## src/source/aluStagePkg.sv

```systemverilog
package aluStagePkg;

	//////////////////////////////
	// widths with a meaning
	//////////////////////////////

	// data, psr and address words
	typedef logic [31:0] word_t;
	typedef logic [3:0] regSel_t;
	// opcode for the external alu
	typedef logic [7:0] aluType_t;
	typedef logic [3:0] cond_t;
	typedef logic [3:0] psrType_t;
	typedef logic [2:0] simpleType_t;
	typedef logic [4:0] mode_t;

	//////////////////////////////
	// condition field codes
	//////////////////////////////

	localparam cond_t condEq = 4'd0;
	localparam cond_t condNe = 4'd1;
	localparam cond_t condCs = 4'd2;
	localparam cond_t condCc = 4'd3;
	localparam cond_t condMi = 4'd4;
	localparam cond_t condPl = 4'd5;
	localparam cond_t condVs = 4'd6;
	localparam cond_t condVc = 4'd7;
	localparam cond_t condHi = 4'd8;
	localparam cond_t condLs = 4'd9;
	localparam cond_t condGe = 4'd10;
	localparam cond_t condLt = 4'd11;
	localparam cond_t condGt = 4'd12;
	localparam cond_t condLe = 4'd13;
	localparam cond_t condAl = 4'd14;
	localparam cond_t condNv = 4'd15;

	// psr operations
	localparam psrType_t psrNone = 4'd0;
	localparam psrType_t psrWriteFlags = 4'd1;
	localparam psrType_t psrSpsrToCpsr = 4'd2;
	localparam psrType_t psrRightToCpsr = 4'd3;
	localparam psrType_t psrRightToSpsr = 4'd4;
	localparam psrType_t psrResultFlagsToCpsr = 4'd5;
	localparam psrType_t psrResultFlagsToSpsr = 4'd6;
	localparam psrType_t psrCpsrToSpsr = 4'd7;
	localparam psrType_t psrThumbFromRight = 4'd8;

	// simple move unit
	localparam simpleType_t simpleNone = 3'd0;
	localparam simpleType_t simpleLeft = 3'd1;
	localparam simpleType_t simpleRight = 3'd2;
	localparam simpleType_t simpleCpsr = 3'd3;
	localparam simpleType_t simpleSpsr = 3'd4;
	localparam simpleType_t simpleNextAddress = 3'd5;

	// exception modes that touch the interrupt masks
	localparam mode_t modeIrq = 5'b10010;
	localparam mode_t modeFiq = 5'b10001;

	// psr bit positions
	localparam int negPos = 31;
	localparam int zeroPos = 30;
	localparam int carryPos = 29;
	localparam int overflowPos = 28;
	localparam int irqPos = 7;
	localparam int fiqPos = 6;
	localparam int thumbPos = 5;

endpackage
```

## src/source/stageIf.sv

```systemverilog
`timescale 1ns/1ps

// latched instruction held by the execute stage
interface stageState;
	logic valid;
	aluStagePkg::aluType_t aluType;
	aluStagePkg::simpleType_t simpleType;
	aluStagePkg::word_t left;
	aluStagePkg::word_t right;
	aluStagePkg::word_t cpsr;
	aluStagePkg::word_t spsr;
	aluStagePkg::cond_t condition;
	aluStagePkg::psrType_t psrType;
	logic isBranch;
	logic changeState;
	aluStagePkg::mode_t stateAction;
	aluStagePkg::word_t nextAddress;
	aluStagePkg::regSel_t target;
	aluStagePkg::regSel_t simpleTarget;

	modport latch(output valid, aluType, simpleType, left, right, cpsr, spsr, condition,
		psrType, isBranch, changeState, stateAction, nextAddress, target, simpleTarget);
	modport consumer(input valid, aluType, simpleType, left, right, cpsr, spsr, condition,
		psrType, isBranch, changeState, stateAction, nextAddress, target, simpleTarget);
endinterface

// what the stage hands to memory, also fed back for forwarding
interface stageResult;
	logic writeEnable;
	aluStagePkg::word_t result;
	aluStagePkg::regSel_t target;
	aluStagePkg::word_t simpleResult;
	aluStagePkg::regSel_t simpleTarget;
	aluStagePkg::word_t cpsr;
	aluStagePkg::word_t spsr;

	modport producer(output writeEnable, result, target, simpleResult, simpleTarget,
		cpsr, spsr);
	modport observer(input writeEnable, result, target, simpleResult, simpleTarget,
		cpsr, spsr);
endinterface

```

## src/source/executeStage.sv

```systemverilog
`timescale 1ns/1ps

module executeStage
(
	input logic clock,
	input logic reset,
	input logic issueValid,
	input aluStagePkg::aluType_t issueType,
	input aluStagePkg::simpleType_t issueSimpleType,
	input aluStagePkg::regSel_t issueTarget,
	input aluStagePkg::regSel_t issueSimpleTarget,
	input aluStagePkg::cond_t issueCondition,
	input aluStagePkg::psrType_t issuePsrType,
	input logic issueIsBranch,
	input logic issueChangeState,
	input aluStagePkg::mode_t issueStateAction,
	input aluStagePkg::word_t issueNextAddress,
	input aluStagePkg::regSel_t leftReg,
	input aluStagePkg::regSel_t rightReg,
	input logic leftFromImm,
	input logic rightFromImm,
	input aluStagePkg::word_t leftBus,
	input aluStagePkg::word_t rightBus,
	input logic cpsrFromImm,
	input logic spsrFromImm,
	input aluStagePkg::word_t cpsrBus,
	input aluStagePkg::word_t spsrBus,
	input logic memWriteEnable,
	input aluStagePkg::regSel_t memTarget,
	input aluStagePkg::word_t memResult,
	input aluStagePkg::word_t memCpsr,
	input aluStagePkg::word_t memSpsr,
	input logic wbWriteEnable,
	input aluStagePkg::regSel_t wbTarget,
	input aluStagePkg::word_t wbResult,
	input aluStagePkg::word_t wbCpsr,
	input aluStagePkg::word_t wbSpsr,
	input logic memCanGo,
	input logic memChangePc,
	input aluStagePkg::word_t aluResult,
	input logic [3:0] aluFlags,
	output aluStagePkg::aluType_t execType,
	output aluStagePkg::word_t execLeft,
	output aluStagePkg::word_t execRight,
	output logic execCarry,
	output logic writeEnable,
	output aluStagePkg::word_t writeResult,
	output aluStagePkg::regSel_t writeTarget,
	output aluStagePkg::word_t simpleResult,
	output aluStagePkg::regSel_t simpleTarget,
	output aluStagePkg::word_t cpsr,
	output aluStagePkg::word_t spsr,
	output logic changePc,
	output aluStagePkg::word_t newPc
);

	stageState stateBus();
	stageResult resultBus();

	aluStagePkg::word_t leftOperand;
	aluStagePkg::word_t rightOperand;
	aluStagePkg::word_t newCpsr;
	aluStagePkg::word_t newSpsr;

	//////////////////////////////
	// operand forwarding
	//////////////////////////////

	operandForward leftForward
	(
		.fromImm(leftFromImm),
		.source(leftReg),
		.readBus(leftBus),
		.own(resultBus),
		.memWriteEnable(memWriteEnable),
		.memTarget(memTarget),
		.memResult(memResult),
		.wbWriteEnable(wbWriteEnable),
		.wbTarget(wbTarget),
		.wbResult(wbResult),
		.operand(leftOperand)
	);

	operandForward rightForward
	(
		.fromImm(rightFromImm),
		.source(rightReg),
		.readBus(rightBus),
		.own(resultBus),
		.memWriteEnable(memWriteEnable),
		.memTarget(memTarget),
		.memResult(memResult),
		.wbWriteEnable(wbWriteEnable),
		.wbTarget(wbTarget),
		.wbResult(wbResult),
		.operand(rightOperand)
	);

	executeLatch latch
	(
		.clock(clock),
		.reset(reset),
		.issueValid(issueValid),
		.issueType(issueType),
		.issueSimpleType(issueSimpleType),
		.issueTarget(issueTarget),
		.issueSimpleTarget(issueSimpleTarget),
		.issueCondition(issueCondition),
		.issuePsrType(issuePsrType),
		.issueIsBranch(issueIsBranch),
		.issueChangeState(issueChangeState),
		.issueStateAction(issueStateAction),
		.issueNextAddress(issueNextAddress),
		.cpsrFromImm(cpsrFromImm),
		.spsrFromImm(spsrFromImm),
		.cpsrBus(cpsrBus),
		.spsrBus(spsrBus),
		.memWriteEnable(memWriteEnable),
		.memCpsr(memCpsr),
		.memSpsr(memSpsr),
		.wbWriteEnable(wbWriteEnable),
		.wbCpsr(wbCpsr),
		.wbSpsr(wbSpsr),
		.memCanGo(memCanGo),
		.memChangePc(memChangePc),
		.left(leftOperand),
		.right(rightOperand),
		.own(resultBus),
		.state(stateBus)
	);

	//////////////////////////////
	// result side
	//////////////////////////////

	conditionCheck condition
	(
		.state(stateBus),
		.writeEnable(writeEnable)
	);

	psrUpdate psr
	(
		.state(stateBus),
		.aluFlags(aluFlags),
		.aluResult(aluResult),
		.newCpsr(newCpsr),
		.newSpsr(newSpsr)
	);

	resultSelect select
	(
		.state(stateBus),
		.writeEnable(writeEnable),
		.newCpsr(newCpsr),
		.newSpsr(newSpsr),
		.aluResult(aluResult),
		.result(resultBus),
		.changePc(changePc),
		.newPc(newPc)
	);

	// operands and carry go out to the external alu
	assign execType = stateBus.aluType;
	assign execLeft = stateBus.left;
	assign execRight = stateBus.right;
	assign execCarry = stateBus.cpsr[aluStagePkg::carryPos];

	assign writeResult = resultBus.result;
	assign writeTarget = resultBus.target;
	assign simpleResult = resultBus.simpleResult;
	assign simpleTarget = resultBus.simpleTarget;
	assign cpsr = resultBus.cpsr;
	assign spsr = resultBus.spsr;

endmodule

```

## src/source/resultSelect.sv

```systemverilog
`timescale 1ns/1ps

module resultSelect
(
	stageState.consumer state,
	input logic writeEnable,
	input aluStagePkg::word_t newCpsr,
	input aluStagePkg::word_t newSpsr,
	input aluStagePkg::word_t aluResult,
	stageResult.producer result,
	output logic changePc,
	output aluStagePkg::word_t newPc
);

	assign result.writeEnable = writeEnable;
	assign result.result = writeEnable ? aluResult : '0;
	assign result.target = state.target;
	assign result.simpleTarget = state.simpleTarget;
	assign result.cpsr = newCpsr;
	assign result.spsr = newSpsr;

	// simple move unit
	always_comb
	begin
		case (state.simpleType)
			aluStagePkg::simpleLeft: result.simpleResult = state.left;
			aluStagePkg::simpleRight: result.simpleResult = state.right;
			aluStagePkg::simpleCpsr: result.simpleResult = state.cpsr;
			aluStagePkg::simpleSpsr: result.simpleResult = state.spsr;
			// return address carries the current state in bit 0
			aluStagePkg::simpleNextAddress:
				result.simpleResult = {state.nextAddress[31:1],
					state.cpsr[aluStagePkg::thumbPos]};
			default: result.simpleResult = '0;
		endcase
	end

	// halfword aligned in thumb, word aligned otherwise
	assign changePc = state.isBranch && writeEnable;
	assign newPc = {aluResult[31:2], newCpsr[aluStagePkg::thumbPos] & aluResult[1], 1'b0};

endmodule

```

## src/source/psrUpdate.sv

```systemverilog
`timescale 1ns/1ps

module psrUpdate
(
	stageState.consumer state,
	input logic [3:0] aluFlags,
	input aluStagePkg::word_t aluResult,
	output aluStagePkg::word_t newCpsr,
	output aluStagePkg::word_t newSpsr
);

	always_comb
	begin
		newCpsr = state.cpsr;
		newSpsr = state.spsr;

		case (state.psrType)
			// nzcv straight from the alu
			aluStagePkg::psrWriteFlags:
				newCpsr[aluStagePkg::negPos:aluStagePkg::overflowPos] = aluFlags;
			aluStagePkg::psrSpsrToCpsr:
				newCpsr = state.spsr;
			aluStagePkg::psrRightToCpsr:
				newCpsr = state.right;
			aluStagePkg::psrRightToSpsr:
				newSpsr = state.right;
			// msr flag-only forms
			aluStagePkg::psrResultFlagsToCpsr:
				newCpsr[31:28] = aluResult[31:28];
			aluStagePkg::psrResultFlagsToSpsr:
				newSpsr[31:28] = aluResult[31:28];
			aluStagePkg::psrCpsrToSpsr:
				newSpsr = state.cpsr;
			// bx, target bit 0 selects thumb
			aluStagePkg::psrThumbFromRight:
				newCpsr[aluStagePkg::thumbPos] = state.right[0];
			default:
			begin
				newCpsr = state.cpsr;
				newSpsr = state.spsr;
			end
		endcase

		//////////////////////////////
		// exception entry
		//////////////////////////////
		if (state.changeState)
		begin
			newCpsr[4:0] = state.stateAction;
			newCpsr[aluStagePkg::thumbPos] = 1'b0;
			// irq masks irq only, fiq masks both
			if (state.stateAction == aluStagePkg::modeIrq)
			begin
				newCpsr[aluStagePkg::irqPos] = 1'b1;
			end
			else if (state.stateAction == aluStagePkg::modeFiq)
			begin
				newCpsr[aluStagePkg::irqPos] = 1'b1;
				newCpsr[aluStagePkg::fiqPos] = 1'b1;
			end
		end
	end

endmodule

```

## src/source/conditionCheck.sv

```systemverilog
`timescale 1ns/1ps

module conditionCheck
(
	stageState.consumer state,
	output logic writeEnable
);

	logic n;
	logic z;
	logic c;
	logic v;
	logic holds;

	assign n = state.cpsr[aluStagePkg::negPos];
	assign z = state.cpsr[aluStagePkg::zeroPos];
	assign c = state.cpsr[aluStagePkg::carryPos];
	assign v = state.cpsr[aluStagePkg::overflowPos];

	always_comb
	begin
		case (state.condition)
			aluStagePkg::condEq: holds = z;
			aluStagePkg::condNe: holds = !z;
			aluStagePkg::condCs: holds = c;
			aluStagePkg::condCc: holds = !c;
			aluStagePkg::condMi: holds = n;
			aluStagePkg::condPl: holds = !n;
			aluStagePkg::condVs: holds = v;
			aluStagePkg::condVc: holds = !v;
			// unsigned compares
			aluStagePkg::condHi: holds = c && !z;
			aluStagePkg::condLs: holds = !c || z;
			// signed compares
			aluStagePkg::condGe: holds = (n == v);
			aluStagePkg::condLt: holds = (n != v);
			aluStagePkg::condGt: holds = !z && (n == v);
			aluStagePkg::condLe: holds = z || (n != v);
			aluStagePkg::condAl: holds = 1'b1;
			aluStagePkg::condNv: holds = 1'b0;
			default: holds = 1'b0;
		endcase
	end

	// an empty slot never writes
	assign writeEnable = state.valid && holds;

endmodule

```

## src/source/executeLatch.sv

```systemverilog
`timescale 1ns/1ps

module executeLatch
(
	input logic clock,
	input logic reset,
	input logic issueValid,
	input aluStagePkg::aluType_t issueType,
	input aluStagePkg::simpleType_t issueSimpleType,
	input aluStagePkg::regSel_t issueTarget,
	input aluStagePkg::regSel_t issueSimpleTarget,
	input aluStagePkg::cond_t issueCondition,
	input aluStagePkg::psrType_t issuePsrType,
	input logic issueIsBranch,
	input logic issueChangeState,
	input aluStagePkg::mode_t issueStateAction,
	input aluStagePkg::word_t issueNextAddress,
	input logic cpsrFromImm,
	input logic spsrFromImm,
	input aluStagePkg::word_t cpsrBus,
	input aluStagePkg::word_t spsrBus,
	input logic memWriteEnable,
	input aluStagePkg::word_t memCpsr,
	input aluStagePkg::word_t memSpsr,
	input logic wbWriteEnable,
	input aluStagePkg::word_t wbCpsr,
	input aluStagePkg::word_t wbSpsr,
	input logic memCanGo,
	input logic memChangePc,
	input aluStagePkg::word_t left,
	input aluStagePkg::word_t right,
	stageResult.observer own,
	stageState.latch state
);

	logic flush;
	logic emptySlot;
	aluStagePkg::word_t nextCpsr;
	aluStagePkg::word_t nextSpsr;

	// same priority for cpsr and spsr
	function automatic aluStagePkg::word_t pickPsr(input logic fromImm,
		input aluStagePkg::word_t bus, input logic ownWrite, input aluStagePkg::word_t ownPsr,
		input logic memWrite, input aluStagePkg::word_t memPsr,
		input logic wbWrite, input aluStagePkg::word_t wbPsr);
		if (fromImm)
			return bus;
		else if (ownWrite)
			return ownPsr;
		else if (memWrite)
			return memPsr;
		else if (wbWrite)
			return wbPsr;
		return bus;
	endfunction

	// taken branch here or in memory kills the incoming instruction
	assign flush = (state.isBranch && own.writeEnable) || memChangePc;
	assign emptySlot = flush || !issueValid;

	assign nextCpsr = pickPsr(cpsrFromImm, cpsrBus, own.writeEnable, own.cpsr,
		memWriteEnable, memCpsr, wbWriteEnable, wbCpsr);
	assign nextSpsr = pickPsr(spsrFromImm, spsrBus, own.writeEnable, own.spsr,
		memWriteEnable, memSpsr, wbWriteEnable, wbSpsr);

	//////////////////////////////
	// control part
	//////////////////////////////

	always_ff @(posedge clock or negedge reset)
	begin
		if (!reset)
		begin
			state.valid <= 1'b0;
			state.condition <= aluStagePkg::condNv;
			state.psrType <= aluStagePkg::psrNone;
			state.simpleType <= aluStagePkg::simpleNone;
			state.isBranch <= 1'b0;
			state.changeState <= 1'b0;
			state.cpsr <= '0;
			state.spsr <= '0;
		end
		else if (memCanGo)
		begin
			if (emptySlot)
			begin
				state.valid <= 1'b0;
				state.condition <= aluStagePkg::condNv;
				state.psrType <= aluStagePkg::psrNone;
				state.simpleType <= aluStagePkg::simpleNone;
				state.isBranch <= 1'b0;
				state.changeState <= 1'b0;
			end
			else
			begin
				state.valid <= 1'b1;
				state.condition <= issueCondition;
				state.psrType <= issuePsrType;
				state.simpleType <= issueSimpleType;
				state.isBranch <= issueIsBranch;
				state.changeState <= issueChangeState;
			end
			state.cpsr <= nextCpsr;
			state.spsr <= nextSpsr;
		end
	end

	// payload only matters in a valid slot
	always_ff @(posedge clock)
	begin
		if (memCanGo)
		begin
			state.aluType <= issueType;
			state.left <= left;
			state.right <= right;
			state.target <= issueTarget;
			state.simpleTarget <= issueSimpleTarget;
			state.stateAction <= issueStateAction;
			state.nextAddress <= issueNextAddress;
		end
	end

endmodule

```

## src/source/operandForward.sv

```systemverilog
`timescale 1ns/1ps

module operandForward
(
	input logic fromImm,
	input aluStagePkg::regSel_t source,
	input aluStagePkg::word_t readBus,
	stageResult.observer own,
	input logic memWriteEnable,
	input aluStagePkg::regSel_t memTarget,
	input aluStagePkg::word_t memResult,
	input logic wbWriteEnable,
	input aluStagePkg::regSel_t wbTarget,
	input aluStagePkg::word_t wbResult,
	output aluStagePkg::word_t operand
);

	logic useOwnMain;
	logic useOwnSimple;
	logic useMem;
	logic useWb;

	// hit on each producer, youngest first
	assign useOwnMain = own.writeEnable && (own.target == source);
	assign useOwnSimple = own.writeEnable && (own.simpleTarget == source);
	assign useMem = memWriteEnable && (memTarget == source);
	assign useWb = wbWriteEnable && (wbTarget == source);

	always_comb
	begin
		// immediates never forward
		if (fromImm)
			operand = readBus;
		else if (useOwnMain)
			operand = own.result;
		else if (useOwnSimple)
			operand = own.simpleResult;
		else if (useMem)
			operand = memResult;
		else if (useWb)
			operand = wbResult;
		else
			operand = readBus;
	end

endmodule

```

## config.mk

```make
export PLATFORM = sky130hd
export DESIGN_NAME = executeStage
export DESIGN_NICKNAME = d
export VERILOG_FILES = /design/src/source/aluStagePkg.sv /design/src/source/stageIf.sv /design/src/source/executeStage.sv /design/src/source/resultSelect.sv /design/src/source/psrUpdate.sv /design/src/source/conditionCheck.sv /design/src/source/executeLatch.sv /design/src/source/operandForward.sv
export SDC_FILE = /design/constraint.sdc
export NUM_CORES = 1
export LEC_CHECK = 0
export BUFFER_PORTS_ARGS = -buffer_cell sky130_fd_sc_hd__buf_2
export CELL_PAD_IN_SITES_DETAIL_PLACEMENT = 2
export CELL_PAD_IN_SITES_GLOBAL_PLACEMENT = 2
export CORE_ASPECT_RATIO = 0.8
export CORE_MARGIN = 2
export CORE_UTILIZATION = 24
export DETAILED_ROUTE_END_ITERATION = 8
export HOLD_SLACK_MARGIN = 0.12
export PLACE_DENSITY = 0.77
export RECOVER_POWER = 50
export SYNTH_ARGS = -nofsm -noshare
export SYNTH_HDL_FRONTEND = slang
export SYNTH_SLANG_ARGS = --single-unit
```

## constraint.sdc

```tcl
create_clock -name clock -period 2.5 [get_ports clock]
set_input_delay 0.125 -clock clock [delete_from_list [all_inputs] [get_ports clock]]
set_output_delay 0.125 -clock clock [all_outputs]
set_load 0.02 [all_outputs]
```

# Word level (Yosys, flattened, before mapping)
# Cells that the tools add are included.
[totals]
regBits = 195
input_bits = 449
output_inout_bits = 243
word_cells = 122
[op_classes]
eq_ne = 40
mux = 44
n_bitwise = 1
n_reduce_logical = 22
[ops]
columns = ["op", "n"]
rows = [
  ["$mux W32", 21],
  ["$pmux W32 S5", 1],
  ["$pmux W28 S2", 1],
  ["$pmux W22 S2", 1],
  ["$eq A4 B4 Y1 const B", 9],
  ["$eq A4 B3 Y1 const B", 8],
  ["$eq A4 B4 Y1", 8],
  ["$eq A4 B2 Y1 const B", 4],
  ["$pmux W1 S16", 1],
  ["$pmux W4 S4", 1],
  ["$logic_and A1 B1 Y1", 12],
  ["$pmux W4 S3", 1],
  ["$eq A5 B5 Y1 const B", 2],
  ["$mux W1", 10],
  ["$pmux W5 S2", 1],
  ["$eq A4 B1 Y1 const B", 2],
  ["$mux W4", 2],
  ["$mux W8", 1],
  ["$eq A3 B2 Y1 const B", 2],
  ["$eq A3 B3 Y1 const B", 2],
  ["$logic_not A1 Y1", 5],
  ["$logic_not A4 Y1", 1],
  ["$logic_or A1 B1 Y1", 4],
  ["$eq A3 B1 Y1 const B", 1],
  ["other kinds (6)", 6],
]

# Depth between registers and ports, before layout
# Gate-level depths: netlist (run 1).
[logic_depth]
word_depth = 8
mapped_depth = 10
ltp_nobuf = 7

# Modules after synthesis
# A second synthesis (run 1) with hierarchy kept.
[hier_totals]
hier_cells = 1985
hier_area_um2 = 17516.8
[by_module_without_submodules]
columns = ["module", "instances", "cells_each", "area_each_um2", "seq_area_each_um2"]
rows = [
  ["executeLatch", 1, 581, 8169.1, 5470.2],
  ["operandForward", 2, 373, 2399.8, 0.0],
  ["psrUpdate", 1, 377, 2318.5, 0.0],
  ["resultSelect", 1, 262, 2060.7, 0.0],
  ["conditionCheck", 1, 19, 168.9, 0.0],
]

# Worst setup path before layout (run 1)
# Ideal clock, no wire load.
[synth_path]
path_type = "reg-to-reg"
startpoint = "register latch.state.condition[1]"
endpoint = "register latch.state.right[10], data pin"
setup_time_ps = 165
arrival_time_ps = 2431
t_required_ps = 2335
path_slack_ps = -96
stages_incl_launch_ff = 9
synth_period_minus_slack_ps = 2596
path_cell_list = "dfstp_2 mux4_2 xnor2_2 o32a_1 buf_4 a21boi_2 buf_4 o32a_1 o31ai_2"
[synth_between]
elab_chain_len = 7
elab_cells_between_ends = 24
[synth_lines]
columns = ["element", "line", "rtl"]
rows = [
  ["start, declared", "stageIf.sv:21", "modport latch(output valid, aluType, simpleType, left, right, cpsr, spsr, condition,"],
  ["start signal, assigned", "executeLatch.sv:75", "state.condition <= aluStagePkg::condNv;"],
  ["start signal, assigned", "executeLatch.sv:88", "state.condition <= aluStagePkg::condNv;"],
  ["start signal, assigned", "executeLatch.sv:97", "state.condition <= issueCondition;"],
  ["$eq A4 B4 Y1 (tied with other cells)", "conditionCheck.sv:22", "case (state.condition)"],
  ["$pmux W1 S16 (*)", "conditionCheck.sv:22", ""],
  ["$logic_and A1 B1 Y1 (*)", "conditionCheck.sv:46", "assign writeEnable = state.valid && holds;"],
  ["$logic_and A1 B1 Y1", "operandForward.sv:25", "assign useOwnSimple = own.writeEnable && (own.simpleTarget == source);"],
  ["$mux W32", "operandForward.sv:36", "else if (useOwnSimple)"],
  ["$mux W32 (*)", "operandForward.sv:34", "else if (useOwnMain)"],
  ["$mux W32 (*)", "operandForward.sv:32", "if (fromImm)"],
  ["via latch.right[10]", "executeLatch.sv:31", "input aluStagePkg::word_t right,"],
  ["end, declared", "stageIf.sv:21", ""],
]
# Mark *: on every way through the listed nets, which the timed path passes. The rest lies on a longest branch.
# A chain may end at the register's enable or synchronous reset.

# Worst setup path in the final report (run 1)
[layout_path]
startpoint = "register latch.state.condition[1]"
endpoint = "output port writeResult[12]"
[layout_between]
elab_chain_len = 4
elab_cells_between_ends = 19
[layout_lines]
columns = ["element", "line", "rtl"]
rows = [
  ["$eq A4 B4 Y1 (tied with other cells)", "conditionCheck.sv:22", ""],
  ["$pmux W1 S16 (*)", "conditionCheck.sv:22", ""],
  ["$logic_and A1 B1 Y1 (*)", "conditionCheck.sv:46", ""],
  ["$mux W32 (*)", "resultSelect.sv:16", "assign result.result = writeEnable ? aluResult : '0;"],
  ["end, declared", "executeStage.sv:47", "output aluStagePkg::word_t writeResult,"],
]
# Mark *: on every way between the ends. The rest lies on a longest branch, timed or not.

==> results.py, run 1 <==
metrics = {
    "power_and_ir_drop": {
        "intPower_uw": 7700,
        "power.density_nw_per_um2": 484,
        "p_leak_uw": 0.0113,
        "irDropWorstVdd_mv": 0.517,
        "pwr-share-comb_pct": 44.3,
        "swShare_pct": 42.9,
        "power.share.clock_pct": 22.9,
        "switching_power_uw": 5780,
        "power_frac_seq_pct": 32.8,
    },
    "route": {
        "via_count": 22278,
        "ant_nets": 0,
        "drtPass1Iterations": 6,
        "detail_route.vias_per_cell": 5.87,
        "drt_iter0_drc": 1821,
        "avgRoutedWirePerCell_microns": 33.9,
        "drt_wl_total_microns": 129000,
        "drc": 0,
    },
    "floorplan": {
        "dieWidth_microns": 292,
        "start_util_pct": 24.3,
        "die_y_microns": 235,
        "fp-row-count": 84,
        "dieArea_sq_um": 68600,
        "fp.coreArea_sq_um": 65800,
        "io_pins": 692,
    },
    "synth": {
        "synth.area.top_cells": "edfxtp_1 22%, dfrtp_1 12%, nor2_1 6.6%",
        "synth_flop_cell": "edfxtp_1",
        "synth_area_per_cell_sq_um": 8.33,
        "synth_seq_cells": 194,
        "yosysSeqAreaShare_pct": 34.1,
        "yosys.area.top_type": "edfxtp_1",
        "yosys_warnings": 0,
        "synth_top_cell_area_share_pct": 21.8,
        "yosys-top-cells-count": "279 x nor2_1, 157 x clkbuf_1, 145 x a21oi_1",
        "async_reset_ff_share_pct": 40.2,
        "yosysUniqueCellTypes": 67,
        "synth_most_common_cell": "nor2_1",
        "netlist_instances": 1916,
        "syn-num-nets": 2365,
        "syn-cell-area_sq_um": 16000,
        "synth_edf_count": 116,
    },
    "setup_path": {
        "r2r-end": "latch.state.right[4]$_DFFE_PP_",
        "r2r_start": "latch.state.condition[1]$_DFFE_PN1P_",
        "cp_cell_sequence": "mux4_2, xnor2_2, buf_4, o32ai_4, nor2_4, inv_8, buf_16, and2_1, buf_2",
        "worstPathArrival_ns": 2.89,
        "cpPeakStageDelay_ns": 0.56,
        "crit_family": "buffers and inverters",
        "endpoint": "writeResult[12]",
        "critical_path_buf_inv_count": 4,
        "crit_path_max_fanout": 10,
        "path_class": "reg -> out",
        "r2r_slack_ns": -0.48,
        "crit_path_start_kind": "flip-flop",
        "ff2ff_path_depth": 13,
        "worst_path_max_delay_cell": "dfstp_2",
        "critical_path_depth": 9,
        "cp-end-kind": "primary output",
        "crit_path_start": "latch.state.condition[1]$_DFFE_PN1P_",
        "worstPathRequired_ns": 2.38,
    },
    "sta": {
        "period_needed_ns": 3.01,
        "setup_viol": 210,
        "relSlewSlack_pct": -18.5,
        "setup_tns_ns": -60.28,
        "hold_violations": 0,
        "worst_slew_pin_slew_ns": 1.78,
        "slew_violations": 58,
        "finalWorstSetupSlack_ns": -0.510,
        "fin_crit_sh_pct": 120,
        "rsz0062_at_grt": "true",
        "fmax_mhz": 332,
        "whs_ns": 0.123,
        "skew_ns": 0.0237,
    },
    "place": {
        "globalplace.congestion": 0.926,
        "dp_hpwl_microns": 83500,
        "place_inst": 3381,
        "port_buffers": 689,
    },
    "clock_tree": {
        "root_buffer": "clkbuf_16",
        "clk_pin_slew_ns": 0.09,
        "numCtsBuffers": 17,
        "tritoncts": "built",
        "h-tree-depth": 4,
        "clock_latency_ns": 0.54,
        "clkSinkCount": 194,
        "clk_path_buf_depth": 2,
    },
    "status": {
        "violations": "max-capacitance violations, max-slew violations, negative setup slack",
        "status": "finished with violations",
    },
    "finish": {
        "final_cells": 3796,
        "final_util_pct": 42.3,
        "seq_area_sq_um": 5450,
        "nets": 3356,
        "multi_input_area_sq_um": 11100,
        "drive_gt1_share_pct": 43.1,
        "area_delta_synth_final_pct": 74.6,
        "fill_cells": 7161,
    },
    "global_route": {
        "grt_pass1_vias": 23279,
        "grt_pass1_wl_microns": 169000,
        "overflow": 0,
        "track_usage_pct": 33.7,
        "antenna_found_initial": 21,
        "grt_max_degree": 86,
    },
    "min_path": {
        "min_path_type": "in -> reg",
    },
    "flow_run": {
        "drv_cap": 1,
    },
}
[area by class of cell]
class / instances / area share, %
tap: 860 / 3.86
clock inverter: 10 / 0.350
inverter: 75 / 1.04
sequential: 194 / 19.6
clock buffer: 22 / 1.74
multi-input combinational: 1421 / 39.7
antenna: 16 / 0.144
timing repair buffer: 1198 / 33.6
[kinds of logic after synthesis]
| kind of cell | synth area share [%] |
|---|---|
| and+or+nand+nor | 15.1 |
| DFF | 34.1 |
| other | 0.0235 |
| AOI/OAI and AO/OA | 34.3 |
| xor gates and xnor gates | 1.80 |
| buffers and inverters | 8.33 |
| muxes | 6.30 |
[power groups by stage]
stage          logic [uW]  registers (uW)  clock network [uW]
2_1_floorplan        2290            4180                   0
3_3_place_gp         4400            4400                   0
3_5_place_dp         4530            4410                   0
4_1_cts              5120            4360                3130
5_1_grt              6200            4430                3220
6_report             5970            4420                3080
[tightest hold or removal path, delay by kind of cell]
| family | cells | cell delay (ns) |
|---|---|---|
| AO/OA/AOI/OAI | 2 | 0.32 |
| multiplexers | 1 | 0.08 |
| buffers and inverters | 1 | 0.08 |
[worst min-delay path by stage]
stage	start	endpoint	slack [ns]	cells after the start
after floorplan	reset	latch.state.changeState$_DFFE_PN0P_	-0.17	0
after global placement	reset	latch.state.spsr[9]$_DFFE_PN0P_	0.29	1
after detailed placement	reset	latch.state.spsr[9]$_DFFE_PN0P_	0.29	1
after CTS	memSpsr[14]	latch.state.spsr[14]$_DFFE_PN0P_	0.12	5
after global routing	memCpsr[24]	latch.state.cpsr[24]$_DFFE_PN0P_	0.15	4
final	memCpsr[24]	latch.state.cpsr[24]$_DFFE_PN0P_	0.12	4
[stage by stage]
stage | power [uW] | cell area, sq um | worst slack [ns]
global route | 13900 | 27800 | -0.640
finish | 13500 | 27900 | -0.510
global placement | 8800 | 21100 | -0.269
detailed placement | 8950 | 21100 | -0.378
CTS | 12600 | 25300 | -0.486
floorplan | 6470 | 16000 | -0.0196
[metal layers]
layer	vias up	track usage (%)	part of all wire, %
li1	9253	-	-
met1	11410	44.4	41
met2	1281	53.8	46
met3	328	7.41	8.3
met4	6	12.8	4.4
met5	-	0	0.026
[registers in the layout, summed over array words and instances, names as in the netlist]
| name | flops |
|---|---|
| latch.state.target | 4 |
| latch.state.psrType | 4 |
| latch.state.left | 32 |
| latch.state.isBranch | 1 |
| latch.state.condition | 4 |
| latch.state.changeState | 1 |
| latch.state.simpleTarget | 4 |
| latch.state.valid | 1 |
| latch.state.simpleType | 3 |
| latch.state.spsr | 32 |
| latch.state.stateAction | 5 |
| latch.state.cpsr | 32 |
| latch.state.aluType | 8 |
| latch.state.right | 32 |
| latch.state.nextAddress | 31 |
[cells in the final DEF, fill, tap and decap left out, types with 56 or more instances in the layout]
cell type        n
edfxtp_1       116
clkbuf_1        63
buf_12          56
mux2i_1         76
nor2_4          61
nand2_1         87
a21oi_1        124
dfrtp_1         67
dlygate4sd3_1  259
o32a_1          63
o22ai_1         67
buf_4          126
buf_2          609
nor2_1         192
inv_1           72
o21ai_0         69
[what timing repair did]
action,CTS,global route
endpoints found under the setup margin,214,217
hold buffers,259,0
hold endpoints to repair,247,0
gates cloned,14,18
resized for setup,114,421
setup buffers,21,65
pin swaps,29,139
Note: power is estimated with default switching activity, not from simulation.
==> run 2, diff against run 1 <==
--- a/config.mk
+++ b/config.mk
@@ -14,7 +14,7 @@
 export DETAILED_ROUTE_END_ITERATION = 8
 export HOLD_SLACK_MARGIN = 0.12
 export PLACE_DENSITY = 0.77
-export RECOVER_POWER = 50
+export REMOVE_ABC_BUFFERS = 1
 export SYNTH_ARGS = -nofsm -noshare
 export SYNTH_HDL_FRONTEND = slang
 export SYNTH_SLANG_ARGS = --single-unit
==> results.py, run 2 (same netlist as run 1, synthesis figures left out) <==
metrics = {
    "finish": {
        "final_cell_area_sq_um": 29000,
        "mostFrequentLayoutCells": "644 x buf_2, 301 x dlygate4sd3_1, 202 x nor2_1, 120 x a21oi_1, 116 x edfxtp_1",
        "fill_cells": 6888,
        "nets": 3397,
        "drive_gt1_share_pct": 44.6,
        "seq_area_sq_um": 5450,
        "final_cells": 3846,
        "layout_commonest_cell": "buf_2",
        "area_delta_synth_final_pct": 81.9,
        "multi_input_area_sq_um": 11000,
    },
    "route": {
        "drc": 0,
        "via_count": 24259,
        "avgRoutedWirePerCell_microns": 37.7,
        "drt_iter0_drc": 2359,
        "detail_route.vias_per_cell": 6.31,
        "ant_nets": 0,
        "drtPass1Iterations": 6,
        "drt_wl_total_microns": 145000,
    },
    "flow_run": {
        "drv_cap": 0,
    },
    "place": {
        "globalplace.congestion": 0.872,
        "place_area_sq_um": 21100,
        "place_inst": 3356,
        "dp_hpwl_microns": 79500,
        "port_buffers": 689,
    },
    "setup_path": {
        "cp_cell_sequence": "xor2_1, buf_4, mux2i_2, buf_4, o32ai_4, nor2_4, buf_4, buf_8, buf_16, buf_16, mux2i_2, a211oi_2",
        "crit_path_max_fanout": 6,
        "crit_path_start_kind": "flip-flop",
        "cp-end-kind": "flip-flop",
        "path_class": "reg -> reg",
        "cpPeakStageDelay_ns": 0.46,
        "worstPathArrival_ns": 3.51,
        "cpMostUsedCell": "buf_4",
        "worstPathRequired_ns": 2.90,
        "worst_path_max_delay_cell": "dfrtp_1",
    },
    "sta": {
        "hold_violations": 0,
        "slew_violations": 0,
        "fmax_mhz": 321,
        "relSlewSlack_pct": 21.3,
        "skew_ns": 0.0253,
        "setup_viol": 212,
        "period_needed_ns": 3.11,
        "worst_slew_pin_slew_ns": 1.18,
        "finalWorstSetupSlack_ns": -0.613,
        "rsz0062_at_grt": "true",
        "fin_crit_sh_pct": 125,
    },
    "floorplan": {
        "dieArea_sq_um": 68600,
        "die_y_microns": 235,
        "io_pins": 692,
        "fp-row-count": 84,
        "dieWidth_microns": 292,
        "fp.coreArea_sq_um": 65800,
        "start_util_pct": 24.3,
    },
    "global_route": {
        "overflow": 0,
        "track_usage_pct": 38.8,
        "grt_pass1_wl_microns": 192000,
        "antenna_found_initial": 34,
        "grt_max_degree": 101,
        "grt_pass1_vias": 26209,
    },
    "clock_tree": {
        "numCtsBuffers": 17,
        "root_buffer": "clkbuf_16",
        "clk_path_buf_depth": 2,
        "clk_pin_slew_ns": 0.10,
        "tritoncts": "built",
        "h-tree-depth": 4,
        "clkSinkCount": 194,
        "clock_latency_ns": 0.56,
    },
    "power_and_ir_drop": {
        "power.density_nw_per_um2": 481,
        "irDropWorstVdd_mv": 0.599,
        "p_leak_uw": 0.0119,
    },
    "status": {
        "violations": "negative setup slack",
        "status": "finished with violations",
    },
    "min_path": {
        "min_path_type": "in -> reg",
    },
}
-- run 2: changes by cell type in the layout (fill, tap and decap cells not counted), sizes merged --
cell and delta:
clkbuf -79, buf +76, dlygate4sd3 +42, diode +9, inv +3, bufbuf +1
bufinv -1, clkinv -1, clkinvlp +1, nand2b -1
-- run 2: repair_timing --
action | CTS | global route
cloned | 33 | 2
pin swaps | 187 | 82
hold buffers | 301 | 0
endpoints found under the hold margin | 277 | 0
buffers inserted | 68 | 50
setup endpoints to repair | 226 | 243
gates resized for setup | 365 | 239
-- run 2: critical path: cells and delay by family, from the launching register on --
kind / cells / cell delay [ns]
muxes: 2 / 0.75
xor gates and xnor gates: 1 / 0.34
buffers and inverters: 6 / 0.96
and+or+nand+nor: 1 / 0.16
AOI/OAI and AO/OA: 2 / 0.28
DFF: 1 / 0.46
-- run 2: where the power goes --
part / total, uW / leakage, uW / switching, uW / internal, uW
Sequential: 4220 / 0.00202 / 460 / 3760
Combinational: 6620 / 0.00960 / 3880 / 2740
Clock: 3110 / 0.000273 / 1740 / 1380
Total: 14000 / 0.0119 / 6080 / 7880
-- run 2: worst paths after layout --
path,startpoint,to,slack (ns),depth (start not counted)
worst max-delay path,latch.state.cpsr[28]$_DFFE_PN0P_,latch.state.cpsr[30]$_DFFE_PN0P_,-0.61,12
worst min-delay path,memCpsr[10],latch.state.cpsr[10]$_DFFE_PN0P_,0.13,4
worst max register to register,latch.state.cpsr[28]$_DFFE_PN0P_,latch.state.cpsr[30]$_DFFE_PN0P_,-0.61,12
worst min register to register,latch.state.spsr[31]$_DFFE_PN0P_,latch.state.spsr[31]$_DFFE_PN0P_,0.61,2
max in group asynchronous,reset,latch.state.condition[1]$_DFFE_PN1P_,1.51,3
min in group asynchronous,reset,latch.state.spsr[12]$_DFFE_PN0P_,0.15,2
-- run 2: routing by layer --
layer	global-route usage, %	routed length (microns)	vias up
met4	25.5	11400	14
met5	0	103	-
met1	45.0	52000	12087
met3	10.9	15700	710
met2	62.8	65800	2110
li1	-	-	9338
-- run 2: final cells by class --
class	instances	area share [%]
multi-input combinational	1420	38.0
clock inverter	12	0.328
sequential	194	18.8
timing repair buffer	1240	36.4
antenna	25	0.216
clock buffer	20	1.61
inverter	75	0.992
tap	860	3.71
-- run 2: through the flow --
stage | setup TNS [ns] | worst slack (ns) | hold WS [ns] | power [uW] | util [%]
floorplan | -589.77 | -3.09 | -0.171 | 6280 | -
global placement | -9.56 | -0.181 | 0.141 | 8550 | 32.1
detailed placement | -15.46 | -0.221 | 0.154 | 8730 | 32.1
CTS | -53.55 | -0.556 | 0.121 | 13000 | 42.1
global route | -87.17 | -0.654 | 0.150 | 14200 | 44.1
finish | -73.05 | -0.613 | 0.131 | 14000 | 44.1
